[src/hdl/hssl_cfg_pkg.sv]
package hssl_cfg_pkg;

  typedef logic [31:0] word_t;

  localparam int RTE_BITS = 3;
  typedef logic [RTE_BITS-1:0] route_t;

  // field widths of the status and version words
  localparam int SNTL_BITS   = 16;
  localparam int TGT_BITS    = 2;
  localparam int VER_BITS    = 16;
  localparam int PIPES_BITS  = 8;
  localparam int OUTPS_BITS  = 8;
  localparam int OSIZE_BITS  = 10;

  localparam logic [11:0] STATUS_TAG = 12'h5ec;

  // control defaults
  localparam word_t HSSL_STOP_DEF = 32'd0;
  localparam word_t REPLY_KEY_DEF = 32'hffff_fd00;
  localparam word_t IN_WAIT_DEF   = 32'd32;
  localparam word_t OUT_WAIT_DEF  = 32'd0;
  localparam word_t OUT_TICK_DEF  = 32'd1000;
  localparam word_t OUT_SIZE_DEF  = 32'd256;

  // router defaults, key of all ones never matches
  localparam word_t  RT_KEY_DEF = 32'hffff_ffff;
  localparam word_t  RT_MSK_DEF = 32'h0000_0000;
  localparam route_t RT_RTE_DEF = 3'd0;

  typedef enum logic {st_idle, st_done} apb_state_e;

endpackage

[src/hdl/hssl_map_pkg.sv]
package hssl_map_pkg;

  // word address fields
  localparam int SEC_BITS = 4;
  localparam int REG_BITS = 4;
  localparam int REG_LSB  = 0;
  localparam int SEC_LSB  = REG_LSB + REG_BITS;

  // packet port uses word addresses
  localparam int PRX_ADR_BITS = SEC_BITS + REG_BITS;

  // APB addresses are byte addresses, word fields sit two bits up
  localparam int BYTE_BITS    = 2;
  localparam int APB_ADR_BITS = PRX_ADR_BITS + BYTE_BITS;

  // register sections, other codes are unmapped
  typedef enum logic [SEC_BITS-1:0] {
    sec_ifcas = 4'd0,
    sec_rtkey = 4'd1,
    sec_rtmsk = 4'd2,
    sec_rtrte = 4'd3,
    sec_dccnt = 4'd4
  } sec_e;

  typedef logic [REG_BITS-1:0] reg_idx_t;

  // interface control section
  localparam reg_idx_t HSSL_STOP_REG = 4'd0;
  localparam reg_idx_t SOFT_RES_REG  = 4'd1;
  localparam reg_idx_t REPLY_KEY_REG = 4'd2;
  localparam reg_idx_t IN_WAIT_REG   = 4'd3;
  localparam reg_idx_t OUT_WAIT_REG  = 4'd4;
  localparam reg_idx_t OUT_TICK_REG  = 4'd5;
  localparam reg_idx_t OUT_SIZE_REG  = 4'd6;
  // collected signals, not stored
  localparam reg_idx_t STATUS_REG    = 4'd14;
  localparam reg_idx_t HW_VER_REG    = 4'd15;

  localparam int NUM_IFREGS = 7;

  localparam logic [31:0] BAD_REG = 32'hbad0_bad0;

endpackage

[src/hdl/apb_access_fsm.sv]
`timescale 1ns/1ps

module apb_access_fsm
(
  input  logic                                    clk,
  input  logic                                    resetn,

  // APB slave
  input  logic                                    psel,
  input  logic                                    penable,
  input  logic                                    pwrite,
  input  logic [hssl_map_pkg::APB_ADR_BITS-1:0]   paddr,
  input  hssl_cfg_pkg::word_t                     pwdata,
  output hssl_cfg_pkg::word_t                     prdata,
  output logic                                    pready,
  output logic                                    pslverr,

  // packet write port
  input  logic                                    prx_en,
  input  logic [hssl_map_pkg::PRX_ADR_BITS-1:0]   prx_addr,
  input  hssl_cfg_pkg::word_t                     prx_wdata,

  // shared write bus
  output logic                                    wr_en,
  output hssl_map_pkg::sec_e                      wr_sec,
  output hssl_map_pkg::reg_idx_t                  wr_idx,
  output hssl_cfg_pkg::word_t                     wr_data,

  // read side
  output hssl_map_pkg::reg_idx_t                  rd_idx,
  input  hssl_cfg_pkg::word_t                     ctl_rdata,
  input  hssl_cfg_pkg::word_t                     key_rdata,
  input  hssl_cfg_pkg::word_t                     msk_rdata,
  input  hssl_cfg_pkg::word_t                     rte_rdata,
  input  hssl_cfg_pkg::word_t                     cnt_rdata
);

  import hssl_map_pkg::*;
  import hssl_cfg_pkg::*;

  apb_state_e state;

  sec_e     apb_sec;
  reg_idx_t apb_idx;
  sec_e     prx_sec;
  reg_idx_t prx_idx;
  logic     accept;
  word_t    rd_word;

  // ---------------------------------------------------------------------------
  // address split
  // ---------------------------------------------------------------------------
  // byte address on APB, drop the two low bits
  assign apb_idx = paddr[BYTE_BITS + REG_LSB +: REG_BITS];
  assign apb_sec = sec_e'(paddr[BYTE_BITS + SEC_LSB +: SEC_BITS]);

  assign prx_idx = prx_addr[REG_LSB +: REG_BITS];
  assign prx_sec = sec_e'(prx_addr[SEC_LSB +: SEC_BITS]);

  // access phase wins only when the packet port is quiet
  assign accept = (state == st_idle) && psel && penable && !prx_en;

  // ---------------------------------------------------------------------------
  // write bus, packet writes first
  // ---------------------------------------------------------------------------
  assign wr_en   = prx_en || (accept && pwrite);
  assign wr_sec  = prx_en ? prx_sec   : apb_sec;
  assign wr_idx  = prx_en ? prx_idx   : apb_idx;
  assign wr_data = prx_en ? prx_wdata : pwdata;

  // ---------------------------------------------------------------------------
  // read select
  // ---------------------------------------------------------------------------
  assign rd_idx = apb_idx;

  always_comb
  begin
    case (apb_sec)
      sec_ifcas: rd_word = ctl_rdata;
      sec_rtkey: rd_word = key_rdata;
      sec_rtmsk: rd_word = msk_rdata;
      sec_rtrte: rd_word = rte_rdata;
      sec_dccnt: rd_word = cnt_rdata;
      default:   rd_word = BAD_REG;
    endcase
  end

  always_ff @(posedge clk)
  begin
    if (accept && !pwrite)
      prdata <= rd_word;
  end

  // two states, done lasts a single cycle
  always_ff @(posedge clk or negedge resetn)
  begin
    if (!resetn)
      state <= st_idle;
    else
    begin
      case (state)
        st_idle: if (accept) state <= st_done;
        default: state <= st_idle;
      endcase
    end
  end

  assign pready  = (state == st_done);
  assign pslverr = 1'b0;

  // one ready pulse per transfer
  a_pready_pulse: assert property (@(posedge clk) disable iff (!resetn)
    pready |=> !pready);

  // an accepted access never shared its cycle with a packet write
  a_no_prx_at_accept: assert property (@(posedge clk) disable iff (!resetn)
    pready |-> !$past(prx_en));

endmodule

[src/hdl/control_regs.sv]
`timescale 1ns/1ps

module control_regs
#(
  parameter logic [hssl_cfg_pkg::VER_BITS-1:0]   HW_VERSION   = '0,
  parameter logic [hssl_cfg_pkg::PIPES_BITS-1:0] HW_NUM_PIPES = 8'd1,
  parameter logic [hssl_cfg_pkg::OUTPS_BITS-1:0] HW_NUM_OUTPS = 8'd1,
  parameter logic [hssl_cfg_pkg::TGT_BITS-1:0]   TARGET_FPGA  = '0
)
(
  input  logic                                  clk,
  input  logic                                  resetn,
  input  logic                                  wr_en,
  input  hssl_map_pkg::sec_e                    wr_sec,
  input  hssl_map_pkg::reg_idx_t                wr_idx,
  input  hssl_cfg_pkg::word_t                   wr_data,
  input  hssl_map_pkg::reg_idx_t                rd_idx,
  input  logic                                  hs_complete,
  input  logic                                  hs_mismatch,
  input  logic [hssl_cfg_pkg::SNTL_BITS-1:0]    idsi,
  output logic                                  soft_reset,
  output hssl_cfg_pkg::word_t                   ctl_rdata,
  output logic                                  hssl_stop,
  output hssl_cfg_pkg::word_t                   reply_key,
  output hssl_cfg_pkg::word_t                   input_wait,
  output hssl_cfg_pkg::word_t                   output_wait,
  output hssl_cfg_pkg::word_t                   output_tick,
  output logic [hssl_cfg_pkg::OSIZE_BITS-1:0]   output_size
);

  import hssl_map_pkg::*;
  import hssl_cfg_pkg::*;

  word_t stop_q;
  word_t out_size_q;
  logic  ctl_wr;
  word_t status_word;
  word_t version_word;

  assign ctl_wr     = wr_en && (wr_sec == sec_ifcas);
  // soft reset register has no storage, the write itself is the pulse
  assign soft_reset = ctl_wr && (wr_idx == SOFT_RES_REG);

  // ---------------------------------------------------------------------------
  // stored control words
  // ---------------------------------------------------------------------------
  always_ff @(posedge clk or negedge resetn)
  begin
    if (!resetn)
    begin
      stop_q      <= HSSL_STOP_DEF;
      reply_key   <= REPLY_KEY_DEF;
      input_wait  <= IN_WAIT_DEF;
      output_wait <= OUT_WAIT_DEF;
      output_tick <= OUT_TICK_DEF;
      out_size_q  <= OUT_SIZE_DEF;
    end
    else if (soft_reset)
    begin
      stop_q      <= HSSL_STOP_DEF;
      reply_key   <= REPLY_KEY_DEF;
      input_wait  <= IN_WAIT_DEF;
      output_wait <= OUT_WAIT_DEF;
      output_tick <= OUT_TICK_DEF;
      out_size_q  <= OUT_SIZE_DEF;
    end
    else if (ctl_wr)
    begin
      // indices 7 and up are dropped here
      case (wr_idx)
        HSSL_STOP_REG: stop_q      <= wr_data;
        REPLY_KEY_REG: reply_key   <= wr_data;
        IN_WAIT_REG:   input_wait  <= wr_data;
        OUT_WAIT_REG:  output_wait <= wr_data;
        OUT_TICK_REG:  output_tick <= wr_data;
        OUT_SIZE_REG:  out_size_q  <= wr_data;
        default:       ;
      endcase
    end
  end

  assign hssl_stop   = stop_q[0];
  assign output_size = out_size_q[OSIZE_BITS-1:0];

  // ---------------------------------------------------------------------------
  // read words
  // ---------------------------------------------------------------------------
  assign status_word  = {STATUS_TAG, TARGET_FPGA, hs_mismatch, hs_complete, idsi};
  assign version_word = {HW_NUM_OUTPS, HW_NUM_PIPES, HW_VERSION};

  always_comb
  begin
    case (rd_idx)
      HSSL_STOP_REG: ctl_rdata = stop_q;
      SOFT_RES_REG:  ctl_rdata = '0;
      REPLY_KEY_REG: ctl_rdata = reply_key;
      IN_WAIT_REG:   ctl_rdata = input_wait;
      OUT_WAIT_REG:  ctl_rdata = output_wait;
      OUT_TICK_REG:  ctl_rdata = output_tick;
      OUT_SIZE_REG:  ctl_rdata = out_size_q;
      STATUS_REG:    ctl_rdata = status_word;
      HW_VER_REG:    ctl_rdata = version_word;
      default:       ctl_rdata = BAD_REG;
    endcase
  end

endmodule

[src/hdl/diag_counters.sv]
`timescale 1ns/1ps

module diag_counters
#(
  parameter int NUM_DCREGS = 4
)
(
  input  logic                           clk,
  input  logic                           resetn,
  input  logic [NUM_DCREGS-1:0]          ctr_cnt,
  input  logic                           wr_en,
  input  hssl_map_pkg::sec_e             wr_sec,
  input  hssl_map_pkg::reg_idx_t         wr_idx,
  input  hssl_cfg_pkg::word_t            wr_data,
  input  hssl_map_pkg::reg_idx_t         rd_idx,
  output hssl_cfg_pkg::word_t            cnt_rdata,
  output hssl_cfg_pkg::word_t            reg_ctr [NUM_DCREGS-1:0]
);

  import hssl_map_pkg::*;
  import hssl_cfg_pkg::*;

  logic sec_wr;

  assign sec_wr = wr_en && (wr_sec == sec_dccnt);

  // one counter per event line, a write overrides the count
  for (genvar i = 0; i < NUM_DCREGS; i++)
  begin : g_ctr
    always_ff @(posedge clk or negedge resetn)
    begin
      if (!resetn)
        reg_ctr[i] <= '0;
      else if (sec_wr && (wr_idx == reg_idx_t'(i)))
        reg_ctr[i] <= wr_data;
      else if (ctr_cnt[i])
        reg_ctr[i] <= reg_ctr[i] + 32'd1;
    end
  end

  always_comb
  begin
    cnt_rdata = BAD_REG;
    for (int j = 0; j < NUM_DCREGS; j++)
      if (rd_idx == reg_idx_t'(j))
        cnt_rdata = reg_ctr[j];
  end

  // indices past the last counter read as the bad-register word
  a_cnt_bad_idx: assert property (@(posedge clk) disable iff (!resetn)
    (int'(rd_idx) >= NUM_DCREGS) |-> (cnt_rdata == BAD_REG));

endmodule

[src/hdl/hssl_reg_bank_top.sv]
`timescale 1ns/1ps

module hssl_reg_bank_top
#(
  parameter int                                  NUM_RTREGS   = 8,
  parameter int                                  NUM_DCREGS   = 4,
  parameter logic [hssl_cfg_pkg::VER_BITS-1:0]   HW_VERSION   = '0,
  parameter logic [hssl_cfg_pkg::PIPES_BITS-1:0] HW_NUM_PIPES = 8'd1,
  parameter logic [hssl_cfg_pkg::OUTPS_BITS-1:0] HW_NUM_OUTPS = 8'd1,
  parameter logic [hssl_cfg_pkg::TGT_BITS-1:0]   TARGET_FPGA  = '0
)
(
  input  logic                                  clk,
  input  logic                                  resetn,

  // APB
  input  logic                                  psel,
  input  logic                                  penable,
  input  logic                                  pwrite,
  input  logic [hssl_map_pkg::APB_ADR_BITS-1:0] paddr,
  input  hssl_cfg_pkg::word_t                   pwdata,
  output hssl_cfg_pkg::word_t                   prdata,
  output logic                                  pready,
  output logic                                  pslverr,

  // packet write port
  input  logic                                  prx_en,
  input  logic [hssl_map_pkg::PRX_ADR_BITS-1:0] prx_addr,
  input  hssl_cfg_pkg::word_t                   prx_wdata,

  // events and status
  input  logic [NUM_DCREGS-1:0]                 ctr_cnt,
  input  logic                                  hs_complete,
  input  logic                                  hs_mismatch,
  input  logic [hssl_cfg_pkg::SNTL_BITS-1:0]    idsi,

  // register outputs
  output logic                                  hssl_stop,
  output hssl_cfg_pkg::word_t                   reply_key,
  output hssl_cfg_pkg::word_t                   input_wait,
  output hssl_cfg_pkg::word_t                   output_wait,
  output hssl_cfg_pkg::word_t                   output_tick,
  output logic [hssl_cfg_pkg::OSIZE_BITS-1:0]   output_size,
  output hssl_cfg_pkg::word_t                   reg_ctr      [NUM_DCREGS-1:0],
  output hssl_cfg_pkg::word_t                   reg_rt_key   [NUM_RTREGS-1:0],
  output hssl_cfg_pkg::word_t                   reg_rt_mask  [NUM_RTREGS-1:0],
  output hssl_cfg_pkg::route_t                  reg_rt_route [NUM_RTREGS-1:0]
);

  import hssl_map_pkg::*;
  import hssl_cfg_pkg::*;

  logic     wr_en;
  sec_e     wr_sec;
  reg_idx_t wr_idx;
  word_t    wr_data;
  reg_idx_t rd_idx;
  word_t    ctl_rdata;
  word_t    key_rdata;
  word_t    msk_rdata;
  word_t    rte_rdata;
  word_t    cnt_rdata;
  logic     soft_reset;

  apb_access_fsm u_fsm (
    .clk, .resetn,
    .psel, .penable, .pwrite, .paddr, .pwdata, .prdata, .pready, .pslverr,
    .prx_en, .prx_addr, .prx_wdata,
    .wr_en, .wr_sec, .wr_idx, .wr_data,
    .rd_idx, .ctl_rdata, .key_rdata, .msk_rdata, .rte_rdata, .cnt_rdata
  );

  diag_counters #(.NUM_DCREGS(NUM_DCREGS)) u_ctr (
    .clk, .resetn, .ctr_cnt,
    .wr_en, .wr_sec, .wr_idx, .wr_data,
    .rd_idx, .cnt_rdata, .reg_ctr
  );

  control_regs #(
    .HW_VERSION  (HW_VERSION),
    .HW_NUM_PIPES(HW_NUM_PIPES),
    .HW_NUM_OUTPS(HW_NUM_OUTPS),
    .TARGET_FPGA (TARGET_FPGA)
  ) u_ctl (
    .clk, .resetn,
    .wr_en, .wr_sec, .wr_idx, .wr_data, .rd_idx,
    .hs_complete, .hs_mismatch, .idsi,
    .soft_reset, .ctl_rdata,
    .hssl_stop, .reply_key, .input_wait, .output_wait, .output_tick, .output_size
  );

  route_table #(.NUM_RTREGS(NUM_RTREGS)) u_rt (
    .clk, .resetn, .soft_reset,
    .wr_en, .wr_sec, .wr_idx, .wr_data, .rd_idx,
    .key_rdata, .msk_rdata, .rte_rdata,
    .reg_rt_key, .reg_rt_mask, .reg_rt_route
  );

endmodule

[src/hdl/route_table.sv]
`timescale 1ns/1ps

module route_table
#(
  parameter int NUM_RTREGS = 8
)
(
  input  logic                        clk,
  input  logic                        resetn,
  input  logic                        soft_reset,
  input  logic                        wr_en,
  input  hssl_map_pkg::sec_e          wr_sec,
  input  hssl_map_pkg::reg_idx_t      wr_idx,
  input  hssl_cfg_pkg::word_t         wr_data,
  input  hssl_map_pkg::reg_idx_t      rd_idx,
  output hssl_cfg_pkg::word_t         key_rdata,
  output hssl_cfg_pkg::word_t         msk_rdata,
  output hssl_cfg_pkg::word_t         rte_rdata,
  output hssl_cfg_pkg::word_t         reg_rt_key   [NUM_RTREGS-1:0],
  output hssl_cfg_pkg::word_t         reg_rt_mask  [NUM_RTREGS-1:0],
  output hssl_cfg_pkg::route_t        reg_rt_route [NUM_RTREGS-1:0]
);

  import hssl_map_pkg::*;
  import hssl_cfg_pkg::*;

  // ---------------------------------------------------------------------------
  // entries
  // ---------------------------------------------------------------------------
  for (genvar i = 0; i < NUM_RTREGS; i++)
  begin : g_entry
    always_ff @(posedge clk or negedge resetn)
    begin
      if (!resetn)
      begin
        reg_rt_key[i]   <= RT_KEY_DEF;
        reg_rt_mask[i]  <= RT_MSK_DEF;
        reg_rt_route[i] <= RT_RTE_DEF;
      end
      else if (soft_reset)
      begin
        reg_rt_key[i]   <= RT_KEY_DEF;
        reg_rt_mask[i]  <= RT_MSK_DEF;
        reg_rt_route[i] <= RT_RTE_DEF;
      end
      else if (wr_en && (wr_idx == reg_idx_t'(i)))
      begin
        case (wr_sec)
          sec_rtkey: reg_rt_key[i]   <= wr_data;
          sec_rtmsk: reg_rt_mask[i]  <= wr_data;
          // route keeps only its low bits
          sec_rtrte: reg_rt_route[i] <= wr_data[RTE_BITS-1:0];
          default:   ;
        endcase
      end
    end
  end

  // read port, unused entries give the bad-register word
  always_comb
  begin
    key_rdata = BAD_REG;
    msk_rdata = BAD_REG;
    rte_rdata = BAD_REG;
    for (int j = 0; j < NUM_RTREGS; j++)
      if (rd_idx == reg_idx_t'(j))
      begin
        key_rdata = reg_rt_key[j];
        msk_rdata = reg_rt_mask[j];
        rte_rdata = word_t'(reg_rt_route[j]);
      end
  end

  // soft reset comes from a control write, so no router write can collide with it
  a_srst_no_rt_wr: assert property (@(posedge clk) disable iff (!resetn)
    soft_reset |-> !(wr_en && (wr_sec inside {sec_rtkey, sec_rtmsk, sec_rtrte})));

endmodule
[config.mk]
export PLATFORM = sky130hd
export DESIGN_NAME = hssl_reg_bank_top
export DESIGN_NICKNAME = d
export VERILOG_FILES = /design/src/hdl/hssl_cfg_pkg.sv /design/src/hdl/hssl_map_pkg.sv /design/src/hdl/apb_access_fsm.sv /design/src/hdl/control_regs.sv /design/src/hdl/diag_counters.sv /design/src/hdl/hssl_reg_bank_top.sv /design/src/hdl/route_table.sv
export SDC_FILE = /design/constraint.sdc
export NUM_CORES = 2
export LEC_CHECK = 0
export ABC_AREA = 0
export BUFFER_PORTS_ARGS = -buffer_cell sky130_fd_sc_hd__buf_2
export CORE_MARGIN = 10
export CORE_UTILIZATION = 32
export CTS_BUF_LIST = sky130_fd_sc_hd__clkbuf_8 sky130_fd_sc_hd__clkbuf_16
export DETAILED_ROUTE_END_ITERATION = 8
export PLACE_DENSITY_LB_ADDON = 0.2
export SLEW_MARGIN = 10
export SYNTH_ARGS = -nofsm -noshare
export SYNTH_HDL_FRONTEND = slang
export SYNTH_SLANG_ARGS = --single-unit
[constraint.sdc]
create_clock -name clk -period 4 [get_ports clk]
set_input_delay 0.8 -clock clk [delete_from_list [all_inputs] [get_ports clk]]
set_output_delay 0.8 -clock clk [all_outputs]
set_load 0.01 [all_outputs]
After elaboration in Yosys (flattened, before gate mapping)
Index checks and enable logic that the tools add are counted.
{"block": "op_classes", "addsub": 4, "eq_ne": 24, "muxes": 112, "n_bitwise": 1, "n_reduce_logical": 79}
{"cell": "two-way mux 32 bit", "count": 89}
{"cell": "case mux 32 bit (9 select lines)", "count": 1}
{"cell": "case mux 32 bit (5 select lines)", "count": 1}
{"cell": "adder 32 x 1 -> 32 bit, second input constant", "count": 4}
{"cell": "AND reduction 2 bit", "count": 30}
{"cell": "two-way mux 3 bit", "count": 17}
{"cell": "nonzero test 2 bit", "count": 22}
{"cell": "== test 4 x 3 -> 1 bit, second input constant", "count": 10}
{"cell": "== test 4 x 2 -> 1 bit, second input constant", "count": 8}
{"cell": "logical AND 1 bit", "count": 20}
{"cell": "== test 4 x 1 -> 1 bit, second input constant", "count": 4}
{"cell": "zero test 4 bit", "count": 4}
{"cell": "== test 4 bit, second input constant", "count": 2}
{"cell": "two-way mux 4 bit", "count": 2}
{"cell": "zero test 1 bit", "count": 2}
{"cell": "two-way mux 1 bit", "count": 2}
{"cell": "logical OR 1 bit", "count": 1}
{"cell": "NOT 1 bit", "count": 1}
{"block": "totals", "register_bits": 889, "elab_cells": 256}

Longest topological paths before layout
{"block": "logic_depth", "ltp_word": 10, "depth_mapped": 12, "mapped_depth_nobuf": 7}

By module
From an unflattened synthesis, not the netlist that was laid out.
{"block": "unflattened", "cells_unflattened": 4747, "area_unflattened_um2": 45536.2}
{"mod": "route_table", "n_inst": 1, "cells_each": 2541, "area_each_um2": 25132.9, "seq_area_each_um2": 13733.2}
{"mod": "control_regs", "n_inst": 1, "cells_each": 1008, "area_each_um2": 9531.6, "seq_area_each_um2": 4843.4}
{"mod": "diag_counters", "n_inst": 1, "cells_each": 939, "area_each_um2": 7972.6, "seq_area_each_um2": 3203.1}
{"mod": "apb_access_fsm", "n_inst": 1, "cells_each": 259, "area_each_um2": 2899.0, "seq_area_each_um2": 985.9}

Worst setup path after synthesis
OpenSTA, ideal clock, no wires.
{"block": "synth_timing", "path_type": "input -> register", "start": "in prx_en", "end": "reg u_fsm.prdata[0] (enable)", "arrival_ns": 4.063, "required_time_ns": 3.539, "path_slack_ns": -0.524, "stages": 6, "cell_sequence": "buf_4 buf_4 buf_2 buf_2 buf_1 nor3_1"}
{"block": "synth_via", "elab_chain_len": 3}
{"element": "from (decl)", "line": "hssl_reg_bank_top.sv:27", "text": "input logic prx_en,"}
{"element": "zero test 1 bit", "line": "apb_access_fsm.sv:61", "text": "assign accept = (state == st_idle) && psel && penable && !prx_en;"}
{"element": "logical AND 1 bit", "line": "apb_access_fsm.sv:61"}
{"element": "logical AND 1 bit", "line": "apb_access_fsm.sv:90", "text": "if (accept && !pwrite)"}
{"element": "to (signal assigned)", "line": "apb_access_fsm.sv:91", "text": "prdata <= rd_word;"}
{"element": "to (decl)", "line": "apb_access_fsm.sv:14", "text": "output hssl_cfg_pkg::word_t prdata,"}
Every way passes these cells.
A chain may end at the register's enable or synchronous reset.

Worst setup path in the final report
{"block": "layout_timing", "start": "in paddr[4] (netlist name)", "end": "reg u_fsm.prdata[29], data pin"}
{"block": "layout_via", "elab_chain_len": 10, "word_cells_on_any_way": 40, "cone_classes": "eq/ne (9); mux (30); reduce/logical (1)"}
{"element": "from (decl)", "line": "hssl_reg_bank_top.sv:20", "text": "input logic [hssl_map_pkg::APB_ADR_BITS-1:0] paddr,"}
{"element": "zero test 4 bit", "line": "control_regs.sv:93, diag_counters.sv:45, route_table.sv:66"}
{"element": "two-way mux 32 bit (8 in series)", "line": "route_table.sv:66", "text": "if (rd_idx == reg_idx_t'(j))"}
{"element": "case mux 32 bit (5 select lines) (*)", "line": "apb_access_fsm.sv:78", "text": "case (apb_sec)"}
{"element": "via u_fsm.rd_word[29]", "line": "apb_access_fsm.sv:48", "text": "word_t rd_word;"}
Mark *: on every way through the listed nets, which the timed path passes. The rest lies on a longest branch.

==> out/qor.csv <==
metric,value,unit
outcome,"complete, no violations",
Clock transition at path regs,60,ps
buffers added on ports,943,
Internal,18.6,mW
crit path capture type,flop,
Post-CTS Setup Bufs,0,
ys async rst share,96.4,%
Leakage Power,26.7,nW
Rel. slew slack,3.54,%
H-tree Lvls,3,
vias in the first global route,40532,
CTS Buf Count,104,
clock buffer depth,3,
largest net degree at the start of global routing,86,
Worst Tran Pin Value,1440,ps
DRC Markers,0,
Ys Warns,0,
Clock Latency Late Sink,740,ps
Synth area leader,dfrtp_1,
Detailed Place HPWL,221000,um
initial antenna violation count,55,
Flop pwr share,42.0,%
cells after synthesis,4453,
total track usage,36.3,%
core area,0.136,mm2
Initial DRC Count,4919,
average size of a mapped cell,9.82,um2
Critical R2R Launch,u_fsm.pready$_DFF_PN0_,
peak supply drop,341,uV
Final Hold Fails,0,
Final Skew,27.8,ps
RePlAce Congestion,0.989,
Synthesized Nets,4567,
row cnt,135,
Synth cell types,81,
#FFs+latches synth,889,
share of cells above drive strength 1,36.2,%
Pins Over Slew Limit,0,
"Arr. time, crit path",3590,ps
prevailing post-synth register cell,dfrtp_1,
Required @ worst endpoint,4490,ps
Initial DRT Pass Iterations,6,
Chip Height,390,um
RSZ-0062 raised after global routing,false,
crit start category,input pin,
Tcrit/Tclk final,77.6,%
Switching Fraction,34.0,%
endpoints failing setup,0,
Psw,9.56,mW
commonest cells in the netlist,"nand2_1, o21ai_0, dfrtp_1",
final net count,5571,
Ports,947,
Area Overhead vs Synth,28.1,%
Via density,5.87,
clk sinks,889,
Combinational Power Share,21.2,%
Tot Pwr,28.2,mW
first-pass GRT wire length,378000,um
die width,390,um
most common cell in the synthesized netlist,nand2_1,
Hold Crit Class,in2async,
Crit Path Class,in2reg,
Root Buffer,clkbuf_16,
FILL cells,13710,
post-DR wirelength/cell,39.0,um
Area contributors post-synth,"dfrtp_1, dfstp_2, o21ai_0",
Yosys top cell area share,32.6,%
post-synthesis sequential area ratio,52.1,%
vias,43101,
clock power share,36.8,%
gr ovfl total,0,
initial core utilization,32.2,%
drt total wl,287000,um
number of synthesized flops with an enable pin,32,
power per standard cell area,503,mW/mm2
CP startpoint,paddr[4],
Max Fanout on Critical Path,19,
maxcap violations,0,
Final min period,3100,ps
Final ANT Viol Nets,0,
setup tns final,0,ps
area of the mapped netlist,0.0437,mm2
CTS-repair resized insts,0,
Die ar.,0.152,mm2
f_max,322,MHz
reg2reg path depth,7,
CTS tree,yes,
# hold bufs at CTS,0,
-- sequential cells by signal (all words and copies together) (netlist names) --
register and flops:
u_ctl.out_size_q 32, u_ctl.reply_key 32, u_fsm.prdata 32, u_fsm.pready 1
u_ctl.output_wait 32, u_rt.reg_rt_route 24, u_ctl.stop_q 32, u_ctl.input_wait 32
u_ctl.output_tick 32, u_rt.reg_rt_mask 256, u_ctr.reg_ctr 128, u_rt.reg_rt_key 256
-- per-stage QoR --
step | hold slack (ps) | instances | setup slack (ps) | area (um2) | util [%]
global route | 117 | 7331 | 806 | 56000 | 41.3
global placement | 457 | 7132 | 276 | 52300 | 38.5
finish | 80.1 | 7345 | 895 | 56000 | 41.3
floorplan | 444 | 4453 | 446 | 43700 | -
CTS | 106 | 7326 | 1000 | 56000 | 41.3
detailed placement | 470 | 7132 | 229 | 52300 | 38.5
-- final cells by class --
type / instances / area (um2) / area share (%)
Sequential cell: 889 / 22800 / 40.7
Tap cell: 1781 / 2230 / 3.98
Multi-Input combinational cell: 3178 / 19400 / 34.7
Inverter: 17 / 63.8 / 0.114
Clock buffer: 135 / 3090 / 5.51
Timing Repair Buffer: 1267 / 7790 / 13.9
Clock inverter: 59 / 589 / 1.05
Antenna cell: 19 / 47.5 / 0.0849
-- power groups by stage --
stage,Sequential [mW],Clock (mW),Combinational [mW]
2_1_floorplan,11.9,0,2.05
3_3_place_gp,11.9,0,5.85
3_5_place_dp,11.9,0,5.89
4_1_cts,11.8,10.4,5.91
5_1_grt,11.9,10.8,6.28
6_report,11.8,10.4,5.97
-- placed cells by master, fill, tap and decap left out, types with 43 or more instances in the layout --
master and n:
xnor2_1 60, xor2_1 63, mux2i_1 160, a221oi_1 43
o221ai_1 45, nand2_1 713, mux2_2 192, o21ai_0 593
clkbuf_16 109, buf_4 279, a21oi_1 310, buf_2 937
buf_12 48, dfstp_2 287, inv_1 46, o22ai_1 68
dfrtp_1 570, nand3_1 63, nor2_1 342
-- per-layer routing --
metal / GRT usage, % / share of wire [%] / up-vias
li1: - / - / 17899
met1: 44.0 / 38 / 21788
met2: 55.3 / 44 / 2713
met3: 13.0 / 11 / 657
met4: 21.0 / 6.9 / 44
met5: 0 / 0.10 / -
-- cell families (layout without fill, tap and decap cells) --
kind of cell / count (synthesis) / after routing / synth area share (%)
AOI/OAI and AO/OA: 1267 / 1267 / 16.8
xor gates and xnor gates: 123 / 123 / 2.46
adders and majority gates: 4 / 4 / 0.114
buffers and inverters: 386 / 1478 / 3.99
DFF: 889 / 889 / 52.1
muxes: 415 / 415 / 11.1
other: 1 / 20 / 0.00858
and+or+nand+nor: 1368 / 1368 / 13.4
-- path summary, 6_finish.rpt --
check	to	slack, ps
max in group asynchronous	u_rt.reg_rt_key[233]$_DFFE_PN1P_	2590
min	u_ctr.reg_ctr[99]$_DFFE_PN0P_	80
min reg2reg	u_ctl.stop_q[17]$_DFFE_PN0P_	480
min in group clk	u_fsm.pready$_DFF_PN0_	450
max	u_fsm.prdata[29]$_DFFE_PP_	900
max reg2reg	u_ctr.reg_ctr[86]$_DFFE_PN0P_	920
-- worst max-delay path, cell delays in order --
cell       delay (ps)
buf_4             350
nor4bb_4         1210
a221oi_1          330
a21oi_1           210
buf_4             180
a2111oi_0          80
buf_4             220
o21ai_0           160
Power figures use the tool's default switching activity.
